--- config.mk ---
export PLATFORM = sky130hd
export DESIGN_NAME = wr_channel
export DESIGN_NICKNAME = d
export VERILOG_FILES = /design/src/mem_pkg.sv /design/src/wr_channel.sv
export SDC_FILE = /design/constraint.sdc
export NUM_CORES = 1
export LEC_CHECK = 0
export ABC_AREA = 1
export ABC_CLOCK_PERIOD_IN_PS = 1930
export BUFFER_PORTS_ARGS = -buffer_cell sky130_fd_sc_hd__buf_2
export CAP_MARGIN = 20
export CORE_AREA = 5 5 241 243
export DETAILED_ROUTE_END_ITERATION = 8
export DIE_AREA = 0 0 246 248
export PLACE_DENSITY = 0.31
export SLEW_MARGIN = 20
export SYNTH_ARGS = -nofsm -noshare
export SYNTH_HDL_FRONTEND = slang
export SYNTH_SLANG_ARGS = --single-unit
--- constraint.sdc ---
create_clock -name clk -period 1.93 [get_ports clk]
set_clock_uncertainty 0.2 [all_clocks]
set_input_delay 0.2895 -clock clk [delete_from_list [all_inputs] [get_ports clk]]
set_output_delay 0.2895 -clock clk [all_outputs]
set_load 0.05 [all_outputs]
--- src/mem_pkg.sv ---
`default_nettype none

package mem_pkg;

  // bus and beat geometry
  localparam int DATA_W     = 256;
  localparam int STRB_W     = DATA_W / 8;  // one enable per byte
  localparam int ADDR_W     = 32;
  localparam int LEN_W      = 8;
  localparam int BEAT_SHIFT = 5;           // 32 bytes per beat

  // storage size, two beats per 64-byte cache line
  localparam int DEPTH_BEATS = 256;
  localparam int IDX_W       = 8;          // beat index, wraps at DEPTH_BEATS

  typedef logic [DATA_W-1:0] data_t;
  typedef logic [STRB_W-1:0] strb_t;
  typedef logic [ADDR_W-1:0] addr_t;
  typedef logic [LEN_W-1:0]  len_t;       // beats minus one
  typedef logic [IDX_W-1:0]  idx_t;

  typedef enum logic {
    WR_IDLE,  // waiting on aw
    WR_DATA   // taking w beats
  } wr_state_e;

  typedef enum logic {
    RD_IDLE,  // waiting on ar
    RD_SEND   // presenting beats on r
  } rd_state_e;

endpackage

`default_nettype wire

--- src/wr_channel.sv ---
`timescale 1ns/1ps
`default_nettype none

module wr_channel (
  input  wire logic           clk,
  input  wire logic           rst,
  input  wire logic           awvalid,
  input  wire mem_pkg::addr_t awaddr,
  input  wire mem_pkg::len_t  awlen,
  input  wire logic           wvalid,
  input  wire mem_pkg::data_t wdata,
  input  wire mem_pkg::strb_t wstrb,
  output logic                awready,
  output logic                wready,
  output logic                we,
  output mem_pkg::idx_t       waddr,
  output mem_pkg::strb_t      wbe,
  output mem_pkg::data_t      wdata_out
);

  mem_pkg::wr_state_e state;
  mem_pkg::idx_t      wr_idx;   // beat index of the next w beat
  mem_pkg::len_t      wr_len;   // captured awlen
  mem_pkg::len_t      wr_cnt;   // beats accepted so far

  logic aw_hs;
  logic w_hs;
  logic last_beat;

  // one burst at a time, aw and w never ready together
  assign awready = (state == mem_pkg::WR_IDLE);
  assign wready  = (state == mem_pkg::WR_DATA);

  assign aw_hs     = awvalid & awready;
  assign w_hs      = wvalid & wready;
  assign last_beat = (wr_cnt == wr_len);  // count decides the end, not wlast

  always_ff @(posedge clk) begin
    if (rst) begin
      state  <= mem_pkg::WR_IDLE;
      wr_cnt <= '0;
    end else begin
      case (state)
        mem_pkg::WR_IDLE: begin
          if (aw_hs) begin
            state  <= mem_pkg::WR_DATA;
            wr_cnt <= '0;
          end
        end
        mem_pkg::WR_DATA: begin
          if (w_hs) begin
            if (last_beat) begin
              state <= mem_pkg::WR_IDLE;  // awready back next cycle
            end else begin
              wr_cnt <= wr_cnt + 1'b1;
            end
          end
        end
        default: state <= mem_pkg::WR_IDLE;
      endcase
    end
  end

  // burst address and length, loaded on aw
  always_ff @(posedge clk) begin
    if (aw_hs) begin
      wr_idx <= awaddr[mem_pkg::BEAT_SHIFT +: mem_pkg::IDX_W];  // low bits dropped
      wr_len <= awlen;
    end else if (w_hs) begin
      wr_idx <= wr_idx + 1'b1;  // wraps past the top beat
    end
  end

  // store write port, same edge as the w handshake
  assign we        = w_hs;
  assign waddr     = wr_idx;
  assign wbe       = wstrb;
  assign wdata_out = wdata;

endmodule

`default_nettype wire

### After elaboration in Yosys (flattened, before gate mapping)

Cells that the tools add are included.

| word-level totals | value |
|---|---|
| register bits after elaboration | 25 |
| input bits | 332 |

| cells by class | value |
|---|---|
| add/sub/neg operators | 2 |
| equality and inequality tests | 4 |
| muxes and demuxes | 10 |
| bitwise gates (word level) | 3 |
| reduce and logical (&&, ||, !) cells | 2 |

Operator list:

| cell | count |
|---|---|
| $mux 8 | 5 |
| $add 8x1->8 const B | 2 |
| $pmux 8 s2 | 1 |
| $eq 8x8->1 | 1 |
| $ne 2x2->1 const B | 2 |
| $mux 1 | 3 |
| $reduce_and 3->1 | 1 |
| $and 1x1->1 | 2 |
| $ne 2x1->1 const B | 1 |
| $pmux 1 s2 | 1 |
| $reduce_bool 2->1 | 1 |
| $not 1->1 | 1 |

### Longest topological paths before layout

| logic depth | value |
|---|---|
| depth in word-level cells | 4 |
| gate-level depth with buffers | 11 |
| mapped depth without buffers | 11 |

### Worst setup path before layout

No wires, ideal clock.

| timing | value |
|---|---|
| kind | reg2reg |
| start | reg state (netlist: wready) |
| end | reg wr_idx[0] (netlist: waddr[0]) (data pin) |
| arrival time | 1.575 ns |
| data required time | 1.451 ns |
| setup slack | -0.125 ns |
| cell stages (with the launch flop) | 7 |
| buffers on the path | 1 |
| period minus slack after synthesis | 2.055 ns |
| cells stage by stage | dfxtp_1 inv_2 nand2_2 inv_1 buf_2 nand2_1 o21ai_0 |

| on the way | value |
|---|---|
| word-level cells in the longest chain between the ends | 3 |

RTL lines:

| what | line | RTL |
|---|---|---|
| start: declaration | wr_channel.sv:21 | `mem_pkg::wr_state_e state;` |
| start signal: assignment | wr_channel.sv:40 | `state <= mem_pkg::WR_IDLE;` |
| start signal: assignment | wr_channel.sv:46 | `state <= mem_pkg::WR_DATA;` |
| start signal: assignment | wr_channel.sv:53 | `state <= mem_pkg::WR_IDLE;` |
| $not 1->1 | - |  |
| named net awready | wr_channel.sv:13 | `output logic awready,` |
| $and 1x1->1 | wr_channel.sv:34 | `assign aw_hs = awvalid & awready;` |
| named net aw_hs | wr_channel.sv:26 | `logic aw_hs;` |
| $mux 8 | wr_channel.sv:66 | `if (aw_hs) begin` |
| end signal: assignment | wr_channel.sv:67 | `wr_idx <= awaddr[mem_pkg::BEAT_SHIFT +: mem_pkg::IDX_W];` |
| end signal: assignment | wr_channel.sv:70 | `wr_idx <= wr_idx + 1'b1;` |
| end: declaration | wr_channel.sv:22 | `mem_pkg::idx_t wr_idx;` |

The timed path passes the listed nets, and every way through them passes these cells.
A chain may end at the register's enable or synchronous reset.

### Final worst setup path

| timing | value |
|---|---|
| start | reg state (netlist: wready) |
| end | out we |

| on the way | value |
|---|---|
| word-level cells in the longest chain between the ends | 1 |

RTL lines:

| what | line | RTL |
|---|---|---|
| $and 1x1->1 | wr_channel.sv:35 | `assign w_hs = wvalid & wready;` |
| end: declaration | wr_channel.sv:15 | `output logic we,` |

No other way between the ends.

==> results_dict.tcl <==
set metrics [dict create \
    grt_util_all_layers_pct 5.439 \
    critical_path_sink_type "output port" \
    met2_usage_pct 8.597 \
    status "finished clean" \
    die_area_mm2 0.06101 \
    cts_buffers 3 \
    clk_pin_slew_ps 80 \
    min_period_ps 1817 \
    worst_skew_pair.late_latency_ps 270 \
    grt_antenna_before_repair 0 \
    worstSetupPathType "flop to output port" \
    critical_path.startpoint_type "flop" \
    post-dp-hpwl_um 16070 \
    area.growth.synth_to_final_pct -24.97 \
    layout.area.seq_um2 661.9 \
    die_y_um 248 \
    path_max_fanout 7 \
    irDropWorstVdd_mv 0.3291 \
    clock.fmax_mhz 550.5 \
    cp.buffers_inverters 2 \
    nNetsFinal 545 \
    synthesis.nets 788 \
    n_antenna_cell 0 \
    grt.busiest_layer "met2" \
    timing.final.max_slew_violations 0 \
    total_number_of_vias 1702 \
    critPathTopFamily "buffers and inverters" \
    tightestPinTransition_ps 268.2 \
    grt_pass1_vias 1858 \
    synthCells 454 \
    sum_neg_setup_slack_ps 0 \
    post-route-drc-count 0 \
    hp-class "input port to flop" \
    place_area_mm2 0.002476 \
    tritoncts "yes" \
    final_min_period_over_clock_period_pct 94.12 \
    pin_count_of_the_biggest_net_entering_global_routing 17 \
    cell_chosen_for_the_clock_root "clkbuf_16" \
    h-tree-depth 1 \
    post_synth_num_cell_types 22 \
    clk_sinks 25 \
    dr.pass1.iters 4 \
    io_buffers 30 \
    detail_route.wirelength_um 17990 \
    clock_tree.buffer_depth 2 \
    max-slew-margin-rel_pct 82.12 \
    area_of_combinational_cells_with_multiple_inputs_um2 624.3 \
    syn-mean-instance-area_um2 7.769 \
    first_pass_grt_wire_length_um 21060 \
    yosysWarnings 0 \
    hold_slack_ps 83.04 \
    grt_util_met1_pct 2.919 \
    static-leakage-power_nw 0.7658 \
    post_drt_wl_per_cell_um 18.62 \
    detail-route-antenna-nets 0 \
    grt_setup_unrepaired "false" \
    grt_overflow_total 0 \
    placement.setup.worst_slack_ps 108.2 \
    num_rows 87 \
    floorplan.initialDensity_pct 6.329 \
    timing.critical_path.slowest_stage_cell "dfxtp_2" \
    crit_path_max_incr_delay_ps 420 \
    finalHoldViolations 0 \
    pin_count 631 \
    floorplan.die.width_um 246 \
    crit_path_cell_trace "nand2_1 -> inv_1 -> buf_2" \
    synth.ff_latch_count 25 \
    detailedRoute.firstIterationViolations 78 \
    fraction_of_final_layout_cells_with_drive_strength_greater_than_1_pct 26.19 \
    timing.final.ws_setup_ps 113.4 \
    synthesis.area_mm2 0.003527 \
    finalSetupViolCount 0 \
    synth_sequential_area_ratio_pct 18.73 \
    worst-endpoint-required_ps 1440 \
    power_density_mw_per_mm2 560.0 \
    cap_viol_max_count 0 \
    global_route.usage.met3_pct 7.484 \
    finalPower_mw 1.482 \
    layout.cell_area.non_filler_mm2 0.002646 \
    cp.arrival_ps 1330 \
    gp_routability_congestion 0.6303 \
    via_per_inst 1.762 \
    fillers 6689 \
    core_region_area_mm2 0.05573 \
]
[power by group]
part | internal, mW | switching, mW | leakage [nW]
combinational | 0.0963 | 0.214 | 0.500
sequential | 0.621 | 0.0368 | 0.229
clock | 0.283 | 0.231 | 0.0371
[layout by cell type (no fill, tap or decap), types with 2 or more instances in the layout]
| cell | n |
|---|---|
| nand2_1 | 49 |
| buf_2 | 30 |
| inv_1 | 17 |
| edfxtp_1 | 16 |
| nand3_1 | 15 |
| nor2_1 | 11 |
| o21ai_0 | 8 |
| dlygate4sd3_1 | 8 |
| dfxtp_1 | 8 |
| a21oi_1 | 7 |
| nor2_2 | 6 |
| xnor2_1 | 6 |
| nand2_2 | 4 |
| buf_4 | 4 |
| xor2_1 | 3 |
| clkbuf_16 | 3 |
| inv_2 | 2 |
| nand2_4 | 2 |
| nand4_1 | 2 |
| nor3b_1 | 2 |
| ha_1 | 2 |
[worst paths after layout]
check            start   endpoint  slack [ps]  depth (start not counted)
max             wready         we         110                          3
min          awaddr[6]   waddr[1]          80                          3
max reg2reg   waddr[0]   waddr[6]         210                          6
min reg2reg  wr_cnt[6]  wr_cnt[6]         350                          2
[timing repair]
action,in CTS,in global routing
setup endpoints to repair,0,2
buffers inserted,0,0
hold buffers,8,0
gates resized for setup,0,2
endpoints found under the hold margin,8,0
[sequential cells by signal, summed over array words and instances (netlist names)]
register and cells:
waddr 8, wr_len 8, wready 1, wr_cnt 8
[Yosys cell counts, drive strengths merged]
| cell type | n | area share (%) |
|---|---|---|
| buf | 290 | 62 |
| xnor2 | 6 | 1.5 |
| xor2 | 3 | 0.75 |
| nor2 | 17 | 2.2 |
| a21oi | 7 | 0.99 |
| nand4 | 2 | 0.35 |
| nor3b | 2 | 0.43 |
| nand2 | 55 | 6.6 |
| dfxtp | 9 | 5.1 |
| inv | 19 | 2.0 |
| ha | 2 | 0.71 |
| o21ai | 8 | 1.1 |
| edfxtp | 16 | 14 |
| nor3 | 1 | 0.14 |
| nand3 | 17 | 2.8 |
[logic make-up after synthesis]
logic type	after synthesis	share of synthesized area (%)
adder cells (fa/ha/maj)	2	0.7094
AO/OA/AOI/OAI	15	2.128
flip-flops	25	18.73
AND/OR/NAND/NOR	94	12.42
buffers and inverters	309	63.78
XOR/XNOR	9	2.235
[final cells by class]
type                    instances  share of cell area [%]
clock buffers                   3                   2.837
inverters                      19                   2.695
repair buffers                 42                   9.835
multi-input cells             120                   23.59
clock inverters                 1                  0.2837
flip-flops and latches         25                   25.01
well taps                     756                   35.74
[tightest hold or removal path, stage by stage]
cell and delay [ps]:
buf_2 80, nand2_1 40, nand2_1 50
[metrics by stage]
stage	util [%]	std cells
after floorplan	-	454
after global placement	4.443	954
after detailed placement	4.443	954
after CTS	4.735	966
after global routing	4.748	966
final	4.748	966
[layer usage]
layer	wire length, um	vias to the layer above
met5	0	-
met4	1151	0
met1	3374	656
met3	5218	102
li1	-	625
met2	8245	319
Power figures use the tool's default switching activity.
