## src/mem_pkg.sv

```systemverilog
`default_nettype none

package mem_pkg;

  // bus and beat geometry
  localparam int DATA_W     = 256;
  localparam int STRB_W     = DATA_W / 8;  // one enable per byte
  localparam int ADDR_W     = 32;
  localparam int LEN_W      = 8;
  localparam int BEAT_SHIFT = 5;           // 32 bytes per beat

  // storage size, two beats per 64-byte cache line
  localparam int DEPTH_BEATS = 256;
  localparam int IDX_W       = 8;          // beat index, wraps at DEPTH_BEATS

  typedef logic [DATA_W-1:0] data_t;
  typedef logic [STRB_W-1:0] strb_t;
  typedef logic [ADDR_W-1:0] addr_t;
  typedef logic [LEN_W-1:0]  len_t;       // beats minus one
  typedef logic [IDX_W-1:0]  idx_t;

  typedef enum logic {
    WR_IDLE,  // waiting on aw
    WR_DATA   // taking w beats
  } wr_state_e;

  typedef enum logic {
    RD_IDLE,  // waiting on ar
    RD_SEND   // presenting beats on r
  } rd_state_e;

endpackage

`default_nettype wire

```

## src/rd_channel.sv

```systemverilog
`timescale 1ns/1ps
`default_nettype none

module rd_channel (
  input  wire logic           clk,
  input  wire logic           rst,
  input  wire logic           arvalid,
  input  wire mem_pkg::addr_t araddr,
  input  wire mem_pkg::len_t  arlen,
  input  wire logic           rready,
  output logic                arready,
  output logic                rvalid,
  output logic                rlast,
  output logic                re,
  output mem_pkg::idx_t       raddr
);

  mem_pkg::rd_state_e state;
  mem_pkg::idx_t      rd_idx;   // index of the beat now on r
  mem_pkg::len_t      rd_left;  // beats still to come after this one

  logic          ar_hs;
  logic          r_hs;
  mem_pkg::idx_t ar_idx;

  assign arready = (state == mem_pkg::RD_IDLE);
  assign rvalid  = (state == mem_pkg::RD_SEND);

  assign ar_hs  = arvalid & arready;
  assign r_hs   = rvalid & rready;
  assign ar_idx = araddr[mem_pkg::BEAT_SHIFT +: mem_pkg::IDX_W];

  // fetch control
  // first beat straight from araddr, later beats only when the current
  // one is taken and is not the last, so a stall never refetches
  always_comb begin
    if (state == mem_pkg::RD_IDLE) begin
      re    = ar_hs;
      raddr = ar_idx;
    end else begin
      re    = r_hs & ~rlast;
      raddr = rd_idx + 1'b1;  // wraps modulo depth
    end
  end

  always_ff @(posedge clk) begin
    if (rst) begin
      state   <= mem_pkg::RD_IDLE;
      rlast   <= 1'b0;
      rd_left <= '0;
    end else begin
      case (state)
        mem_pkg::RD_IDLE: begin
          if (ar_hs) begin
            state   <= mem_pkg::RD_SEND;
            rd_left <= arlen;
            rlast   <= (arlen == '0);  // single beat burst
          end
        end
        mem_pkg::RD_SEND: begin
          if (r_hs) begin
            if (rlast) begin
              state <= mem_pkg::RD_IDLE;
              rlast <= 1'b0;
            end else begin
              rd_left <= rd_left - 1'b1;
              rlast   <= (rd_left == 1);  // next beat is the final one
            end
          end
        end
        default: begin
          state <= mem_pkg::RD_IDLE;
          rlast <= 1'b0;
        end
      endcase
    end
  end

  // current beat index follows each fetch
  always_ff @(posedge clk) begin
    if (re) begin
      rd_idx <= raddr;
    end
  end

endmodule

`default_nettype wire

```

## config.mk

```make
export PLATFORM = sky130hd
export DESIGN_NAME = rd_channel
export DESIGN_NICKNAME = d
export VERILOG_FILES = /design/src/mem_pkg.sv /design/src/rd_channel.sv
export SDC_FILE = /design/constraint.sdc
export NUM_CORES = 1
export LEC_CHECK = 0
export BUFFER_PORTS_ARGS = -buffer_cell sky130_fd_sc_hd__buf_2
export CAP_MARGIN = 20
export CORE_AREA = 2 2 53 55
export CTS_CLUSTER_DIAMETER = 60
export DETAILED_ROUTE_END_ITERATION = 10
export DIE_AREA = 0 0 55 57
export HOLD_SLACK_MARGIN = 0.1
export PLACE_DENSITY = 0.77
export SLEW_MARGIN = 15
export SYNTH_ARGS = -nofsm -noshare
export SYNTH_HDL_FRONTEND = slang
export SYNTH_SLANG_ARGS = --single-unit
```

## constraint.sdc

```tcl
create_clock -name clk -period 1.8 [get_ports clk]
set_clock_uncertainty 0.2 [all_clocks]
set_input_delay 0.18 -clock clk [delete_from_list [all_inputs] [get_ports clk]]
set_output_delay 0.18 -clock clk [all_outputs]
set_load 0.05 [all_outputs]
```

## After elaboration in Yosys (flattened, before gate mapping)

Index checks and enable logic that the tools add are counted.

| word-level totals | value |
|---|---|
| register bits | 18 |
| input bits | 44 |
| output and inout port bits | 12 |
| logic and storage cells | 32 |

| operators by class | value |
|---|---|
| add/sub/neg operators | 2 |
| eq/ne operators | 4 |
| mux-type cells | 14 |
| bitwise logic cells | 5 |
| reductions and logical operators | 3 |

Operator list:

| kind | number |
|---|---|
| two-way mux 8 bit | 4 |
| case mux 8 bit (2 select lines) | 1 |
| adder 8 x 1 -> 8 bit, second input constant | 1 |
| equality test 8 x 1 -> 1 bit, second input constant | 1 |
| zero test 8 bit | 1 |
| subtractor 8 x 1 -> 8 bit, second input constant | 1 |
| two-way mux 1 bit | 7 |
| != test 2 x 1 -> 1 bit, second input constant | 2 |
| case mux 1 bit (2 select lines) | 2 |
| AND 1 bit | 3 |
| AND reduction 3 bit | 1 |
| != test 2 bit, second input constant | 1 |
| inverter 1 bit | 2 |
| AND reduction 2 bit | 1 |

## Longest topological paths before layout

Gate-level depths: netlist of the first run.

| depth | value |
|---|---|
| depth in word-level cells | 4 |
| gate-level depth with buffers | 6 |
| gate-level depth less buffers | 6 |

## Worst setup path after synthesis of the first run

OpenSTA, ideal clock, no wires.

| path | value |
|---|---|
| kind | register to register |
| start | register state (netlist: rvalid) |
| end | register rd_idx[0] (data pin) |
| setup time | 0.419 ns |
| arrival | 2.212 ns |
| required time | 1.181 ns |
| slack | -1.031 ns |
| cell stages (with the launch flop) | 4 |
| buffers on the path | 1 |
| cells stage by stage | dfxtp_1 inv_1 buf_2 o21ai_0 |

| on the way | value |
|---|---|
| cells in the longest elaborated chain, start to end | 1 |

RTL lines:

| element | RTL line | text |
|---|---|---|
| start, declared | rd_channel.sv:18 | `mem_pkg::rd_state_e state;` |
| start signal, assigned | rd_channel.sv:48 | `state <= mem_pkg::RD_IDLE;` |
| start signal, assigned | rd_channel.sv:55 | `state <= mem_pkg::RD_SEND;` |
| start signal, assigned | rd_channel.sv:63 | `state <= mem_pkg::RD_IDLE;` |
| two-way mux 8 bit | rd_channel.sv:37 | `if (state == mem_pkg::RD_IDLE) begin` |
| via raddr[0] | rd_channel.sv:15 | `output mem_pkg::idx_t raddr` |
| end signal, assigned | rd_channel.sv:82 | `rd_idx <= raddr;` |
| end, declared | rd_channel.sv:19 | `mem_pkg::idx_t rd_idx;` |

The timed path passes the listed nets, and every way through them passes these cells.
A chain may end at the register's enable or synchronous reset.

## Final worst setup path of the first run

| path | value |
|---|---|
| start | register rd_idx[0] |
| end | output raddr[3] |

| on the way | value |
|---|---|
| cells in the longest elaborated chain, start to end | 2 |

RTL lines:

| element | RTL line | text |
|---|---|---|
| adder 8 x 1 -> 8 bit | rd_channel.sv:42 | `raddr = rd_idx + 1'b1;` |
| two-way mux 8 bit | rd_channel.sv:37 |  |
| end, declared | rd_channel.sv:15 |  |

No other way between the ends.

==> results of run 1 <==
cells by family (layout without fill, tap and decap cells):
kind of cell / Yosys count / in the layout
and+or+nand+nor: 49 / 49
AOI/OAI and AO/OA: 36 / 36
DFF: 18 / 18
buffers and inverters: 11 / 82
xor gates and xnor gates: 6 / 6
adders and majority gates: 3 / 3
muxes: 1 / 1
routing by layer:
layer	vias up	GRT usage (%)	routed length, microns
met1	553	26.5	1290
met2	44	41.2	1740
met4	0	3.14	19
met5	-	0	0
li1	580	-	-
met3	4	2.36	121
worst max-delay path, delay by kind of cell, from the launching register on:
| kind | cells | cell delay, ns |
|---|---|---|
| AO/OA/AOI/OAI | 1 | 0.18 |
| buffers and inverters | 2 | 0.34 |
| flip-flops | 1 | 0.45 |
| AND/OR/NAND/NOR | 1 | 0.12 |
| XOR/XNOR | 1 | 0.18 |
cells in the final DEF, fill, tap and decap left out, types with 2 or more instances in the layout:
| cell | synthesis | layout |
|---|---|---|
| buf_8 | 0 | 2 |
| buf_6 | 2 | 8 |
| a21oi_1 | 14 | 8 |
| nor2_1 | 13 | 13 |
| buf_4 | 2 | 22 |
| dlygate4sd3_1 | 0 | 18 |
| edfxtp_1 | 8 | 8 |
| nand3_2 | 0 | 2 |
| a21oi_2 | 4 | 6 |
| o21ai_1 | 9 | 9 |
| o211ai_2 | 2 | 2 |
| ha_1 | 3 | 2 |
| nand4_1 | 2 | 2 |
| inv_1 | 4 | 4 |
| xor2_2 | 0 | 4 |
| nor3b_2 | 2 | 2 |
| nor2b_1 | 6 | 6 |
| and3_1 | 4 | 3 |
| nand3_1 | 6 | 4 |
| buf_2 | 1 | 21 |
| nor3_1 | 2 | 2 |
| clkbuf_4 | 0 | 3 |
| nor3_2 | 2 | 2 |
| dfxtp_1 | 10 | 9 |
| nand2_1 | 9 | 8 |
| a21oi_4 | 0 | 4 |
through the flow:
step	area, sq um	TNS [ns]
after global routing	1890	-1.19
after floorplan	1180	-0.106
final	1890	-0.651
after CTS	1740	-0.664
after detailed placement	1380	0
after global placement	1380	0
cell type report:
| class | count | share of cell area, % |
|---|---|---|
| well taps | 31 | 2.05 |
| repair buffers | 73 | 32.6 |
| flip-flops and latches | 18 | 23.5 |
| clock buffers | 3 | 1.19 |
| multi-input cells | 95 | 39.2 |
| inverters | 5 | 1.26 |
| clock inverters | 1 | 0.199 |
power by group:
group	internal, mW	switching, mW
Sequential	0.478	0.0494
Combinational	0.302	0.341
Clock	0.0809	0.134
flip-flops by register name, indices dropped and copies added (netlist names):
signal and count:
rd_idx 8, rd_left 8, rlast 1, rvalid 1
path summary, 6_finish.rpt:
kind / cells after the start / start / slack (ns) / endpoint
worst max register to register: 6 / rd_left[1] / 0.10 / rd_left[6]
worst min-delay path: 4 / araddr[11] / 0.14 / rd_idx[6]
worst min register to register: 2 / rd_left[6] / 0.32 / rd_left[6]
worst max-delay path: 5 / rd_idx[0] / -0.14 / raddr[3]
repair_timing:
| action | CTS | global route |
|---|---|---|
| hold buffers | 18 | 0 |
| cloned | 0 | 1 |
| buffers inserted | 5 | 12 |
| endpoints found under the hold margin | 16 | 0 |
| endpoints found under the setup margin | 9 | 11 |
| pin swaps | 6 | 2 |
| gates resized for setup | 27 | 10 |
==> flow_metrics.py, run 1 <==
metrics = {
    "outcome": {
        "run_status": "complete, but fails checks",
        "violations": "negative setup slack",
    },
    "yosys": {
        "synthMuxAreaShare_pct": 1.01,
        "synthSimpleGateAreaFrac_pct": 24.8,
        "ys.flop_type": "dfxtp_1",
        "synth_top_cell_area_share_pct": 21.5,
        "synth_compound_area_share_pct": 20.3,
        "ys_top_cells_by_area": "edfxtp_1 22%, dfxtp_1 18%, a21oi_1 6.3%",
        "yosysMostFrequentCell": "a21oi_1",
        "ys_ff_latch": 18,
        "synth_top_cell_by_area": "edfxtp_1",
        "synth_cell_type_count": 35,
        "synth_xor_area_share_pct": 4.71,
        "synth_top_family_by_area": "simple AND/OR/NAND/NOR gates",
        "async_flop_share_pct": 0,
        "yosysSeqAreaShare_pct": 39.5,
        "syn_nets": 171,
        "synth_edf_count": 8,
        "yosys_warnings": 0,
        "synth_area_sq_mm": 0.00111,
        "synthCells": 124,
        "synthTopCellsByCount": "14 x a21oi_1, 13 x nor2_1, 10 x dfxtp_1",
        "syn-mean-instance-area_sq_um": 8.99,
        "synth_fa_ha_area_share_pct": 3.37,
    },
    "die": {
        "start_util_pct": 42.6,
        "die_y_microns": 57,
        "io_pins": 56,
        "core_region_area_sq_mm": 0.00262,
        "die-area_sq_mm": 0.00314,
        "die_w_microns": 55,
        "rows": 19,
    },
    "clock_network": {
        "numCtsBuffers": 3,
        "clockBufferDepth": 2,
        "clk_pin_slew_worst_paths_ns": 0.11,
        "clk_latency_ns": 0.30,
        "ctsHtreeMaxLevel": 1,
        "cts.sinks": 18,
        "cts_tree": "yes",
        "cts_root_buf": "clkbuf_4",
    },
    "layout": {
        "nets": 243,
        "fillers": 197,
        "regArea_sq_um": 444,
        "multi_input_area_sq_um": 739,
        "area_delta_synth_final_pct": 69.4,
        "antenna_cells": 0,
        "stdcell_count": 226,
        "utilization_pct": 72.2,
        "drive_gt1_share_pct": 46.2,
    },
    "power": {
        "power_mw": 1.39,
        "power_leakage_nw": 0.771,
        "power_density_mw_per_mm2": 734,
        "peakVddDrop_mv": 0.675,
    },
    "global_routing": {
        "track_usage_pct": 21.9,
        "grt_max_degree": 30,
        "grt_overflow": 0,
        "antenna_found_initial": 0,
        "grt_pass1_wl_microns": 5230,
        "grt_pass1_vias": 1172,
    },
    "sta": {
        "drv_slew": 0,
        "fmax_mhz": 515,
        "rsz0062_at_grt": "true",
        "fin_ws_ns": -0.141,
        "finalCriticalPeriod_ns": 1.94,
        "worst_slew_pin_slew_ns": 0.285,
        "period_share_pct": 108,
        "holdWs_ns": 0.141,
        "setup_violations": 7,
        "slew-limit-headroom_pct": 80.9,
        "hold_viol": 0,
    },
    "routing": {
        "viasPerCell": 5.23,
        "finalWirelength_microns": 3170,
        "vias": 1181,
        "drc": 0,
        "firstDrtPassIters": 6,
        "ant_nets": 0,
        "wl_per_cell_microns": 14.0,
        "drt_iter0_markers": 21,
    },
    "critical_path": {
        "crit_path_start_kind": "flop",
        "required_ns": 1.42,
        "slowest_delay_ns": 0.45,
        "slowest_stage": "edfxtp_1",
        "path_max_fanout": 3,
        "cp_cell_sequence": "buf_4 > nand3_1 > xor2_2 > a21oi_4 > buf_6",
        "crit_type": "flop to output pin",
        "end_kind": "output pin",
        "worst_ep_arrival_time_ns": 1.56,
    },
    "place": {
        "detailed_place_hpwl_microns": 1880,
        "dp_slack_ns": 0.0672,
        "io_buffers": 31,
        "gp_congestion": 0.825,
        "dp.cells": 186,
    },
    "min_path": {
        "hold_path_class": "input pin to flop",
    },
    "job": {
        "max_cap_violations": 0,
    },
}
Note: power is estimated with default switching activity, not from simulation.
==> run 2, diff against run 1 <==
CORE_AREA = 2 2 56 58   (was 2 2 53 55)
DIE_AREA = 0 0 58 60   (was 0 0 55 57)
PLACE_DENSITY = 0.73   (was 0.77)
SLEW_MARGIN = default   (was 15)
clock period = 1.7 ns   (was 1.8 ns; I/O delays follow)
==> flow_metrics.py, run 2 (synthesis results as in run 1) <==
metrics = {
    "outcome": {
        "run_status": "complete, but fails checks",
        "violations": "negative setup slack",
    },
    "clock_network": {
        "clk_latency_ns": 0.30,
        "clk_pin_slew_worst_paths_ns": 0.10,
        "cts_root_buf": "clkbuf_4",
        "numCtsBuffers": 3,
        "cts_tree": "yes",
        "clockBufferDepth": 2,
        "postCtsHoldBufs": 16,
        "ctsHtreeMaxLevel": 1,
        "cts.sinks": 18,
    },
    "sta": {
        "hold_viol": 0,
        "slew-limit-headroom_pct": 78.1,
        "setup_violations": 7,
        "fmax_mhz": 524,
        "drv_slew": 0,
        "worst_slew_pin_slew_ns": 0.328,
        "rsz0062_at_grt": "true",
        "period_share_pct": 112,
        "finalCriticalPeriod_ns": 1.91,
        "fin_ws_ns": -0.208,
        "holdWs_ns": 0.0459,
    },
    "layout": {
        "antenna_cells": 0,
        "layout_commonest_cell": "buf_2",
        "nets": 234,
        "final_cell_mix": "20 x buf_2, 17 x buf_4, 16 x dlygate4sd3_1",
        "reg_top3": "rd_idx (8), rd_left (8)",
        "drive_gt1_share_pct": 46.2,
        "area_delta_synth_final_pct": 67.1,
    },
    "critical_path": {
        "crit_path_start_kind": "flop",
        "slowest_delay_ns": 0.45,
        "end_kind": "output pin",
        "path_max_fanout": 4,
        "required_ns": 1.33,
        "worst_ep_arrival_time_ns": 1.54,
        "crit_type": "flop to output pin",
        "slowest_stage": "edfxtp_1",
        "cp_cell_sequence": "and3_1 > nand3_2 > xor2_2 > a21oi_4 > buf_6",
    },
    "power": {
        "peakVddDrop_mv": 0.617,
        "power_mw": 1.47,
        "power_leakage_nw": 0.732,
        "power_density_mw_per_mm2": 787,
    },
    "global_routing": {
        "grt_max_degree": 16,
        "grt_overflow": 0,
        "antenna_found_initial": 0,
        "grt_pass1_wl_microns": 5130,
        "grt_pass1_vias": 1246,
        "track_usage_pct": 19.8,
    },
    "routing": {
        "vias": 1177,
        "drt_iter0_markers": 37,
        "wl_per_cell_microns": 14.5,
        "drc": 0,
        "ant_nets": 0,
        "viasPerCell": 5.37,
        "firstDrtPassIters": 4,
        "finalWirelength_microns": 3180,
    },
    "die": {
        "start_util_pct": 38.4,
        "die_w_microns": 58,
        "die-area_sq_mm": 0.00348,
        "rows": 20,
        "io_pins": 56,
        "die_y_microns": 60,
        "core_region_area_sq_mm": 0.00290,
    },
    "job": {
        "max_cap_violations": 0,
    },
    "place": {
        "gp_congestion": 0.808,
        "io_buffers": 31,
        "detailed_place_hpwl_microns": 2070,
    },
    "min_path": {
        "hold_path_class": "input pin to flop",
    },
}
[run 2: changes by cell type in the layout (fill, tap and decap cells not counted), sizes merged]
cell,change
buf,-6
inv,+1
clkinv,-2
dlygate4sd3,-2
[run 2: power by group]
group | switching [mW] | leakage (nW) | internal (mW)
registers | 0.0548 | 0.160 | 0.506
logic | 0.375 | 0.557 | 0.305
clock network | 0.133 | 0.0150 | 0.0916
[run 2: layout make-up]
type,instances,area [sq um]
clock buffers,4,26.3
fillers,246,1040
inverters,5,26.3
multi-input cells,95,790
flip-flops and latches,18,444
well taps,33,41.3
repair buffers,64,536
[run 2: per-layer routing]
metal	vias to the layer above	share of wire (%)	GRT usage [%]	routed length, microns
met2	47	55	40.1	1750
met3	11	5.0	2.81	160
li1	562	-	-	-
met4	0	2.3	8.31	74
met5	-	0	0	0
met1	557	38	19.8	1200
[run 2: stage by stage]
step / setup slack [ns] / setup TNS, ns / instances / area (sq um) / utilization (%)
after floorplan: 0.00202 / 0 / 124 / 1210 / -
after CTS: -0.218 / -1.20 / 220 / 1840 / 63.2
after global placement: 0.0289 / 0 / 191 / 1430 / 49.2
final: -0.208 / -1.30 / 219 / 1860 / 64.2
after detailed placement: -0.0225 / -0.0403 / 191 / 1430 / 49.2
after global routing: -0.283 / -1.80 / 219 / 1860 / 64.2
[run 2: final timing paths]
kind,startpoint,endpoint,cells after the start,slack [ns]
setup / recovery,rd_idx[1],raddr[7],5,-0.21
hold / removal,arvalid,rlast,4,0.05
setup reg to reg,rd_idx[1],rd_idx[6],5,0.09
hold reg to reg,rd_left[6],rd_left[6],2,0.31
[run 2: worst max-delay path, delay by kind of cell (launching register included)]
family	cells	cell delay [ns]
AOI/OAI and AO/OA	1	0.13
xor gates and xnor gates	1	0.17
DFF	1	0.45
buffers and inverters	1	0.17
and+or+nand+nor	2	0.31
[run 2: timing repair]
item	CTS	global route
cloned	0	0
resized for setup	37	7
setup endpoints to repair	10	12
hold endpoints to repair	15	1
pin swaps	8	4
buffers inserted	9	0
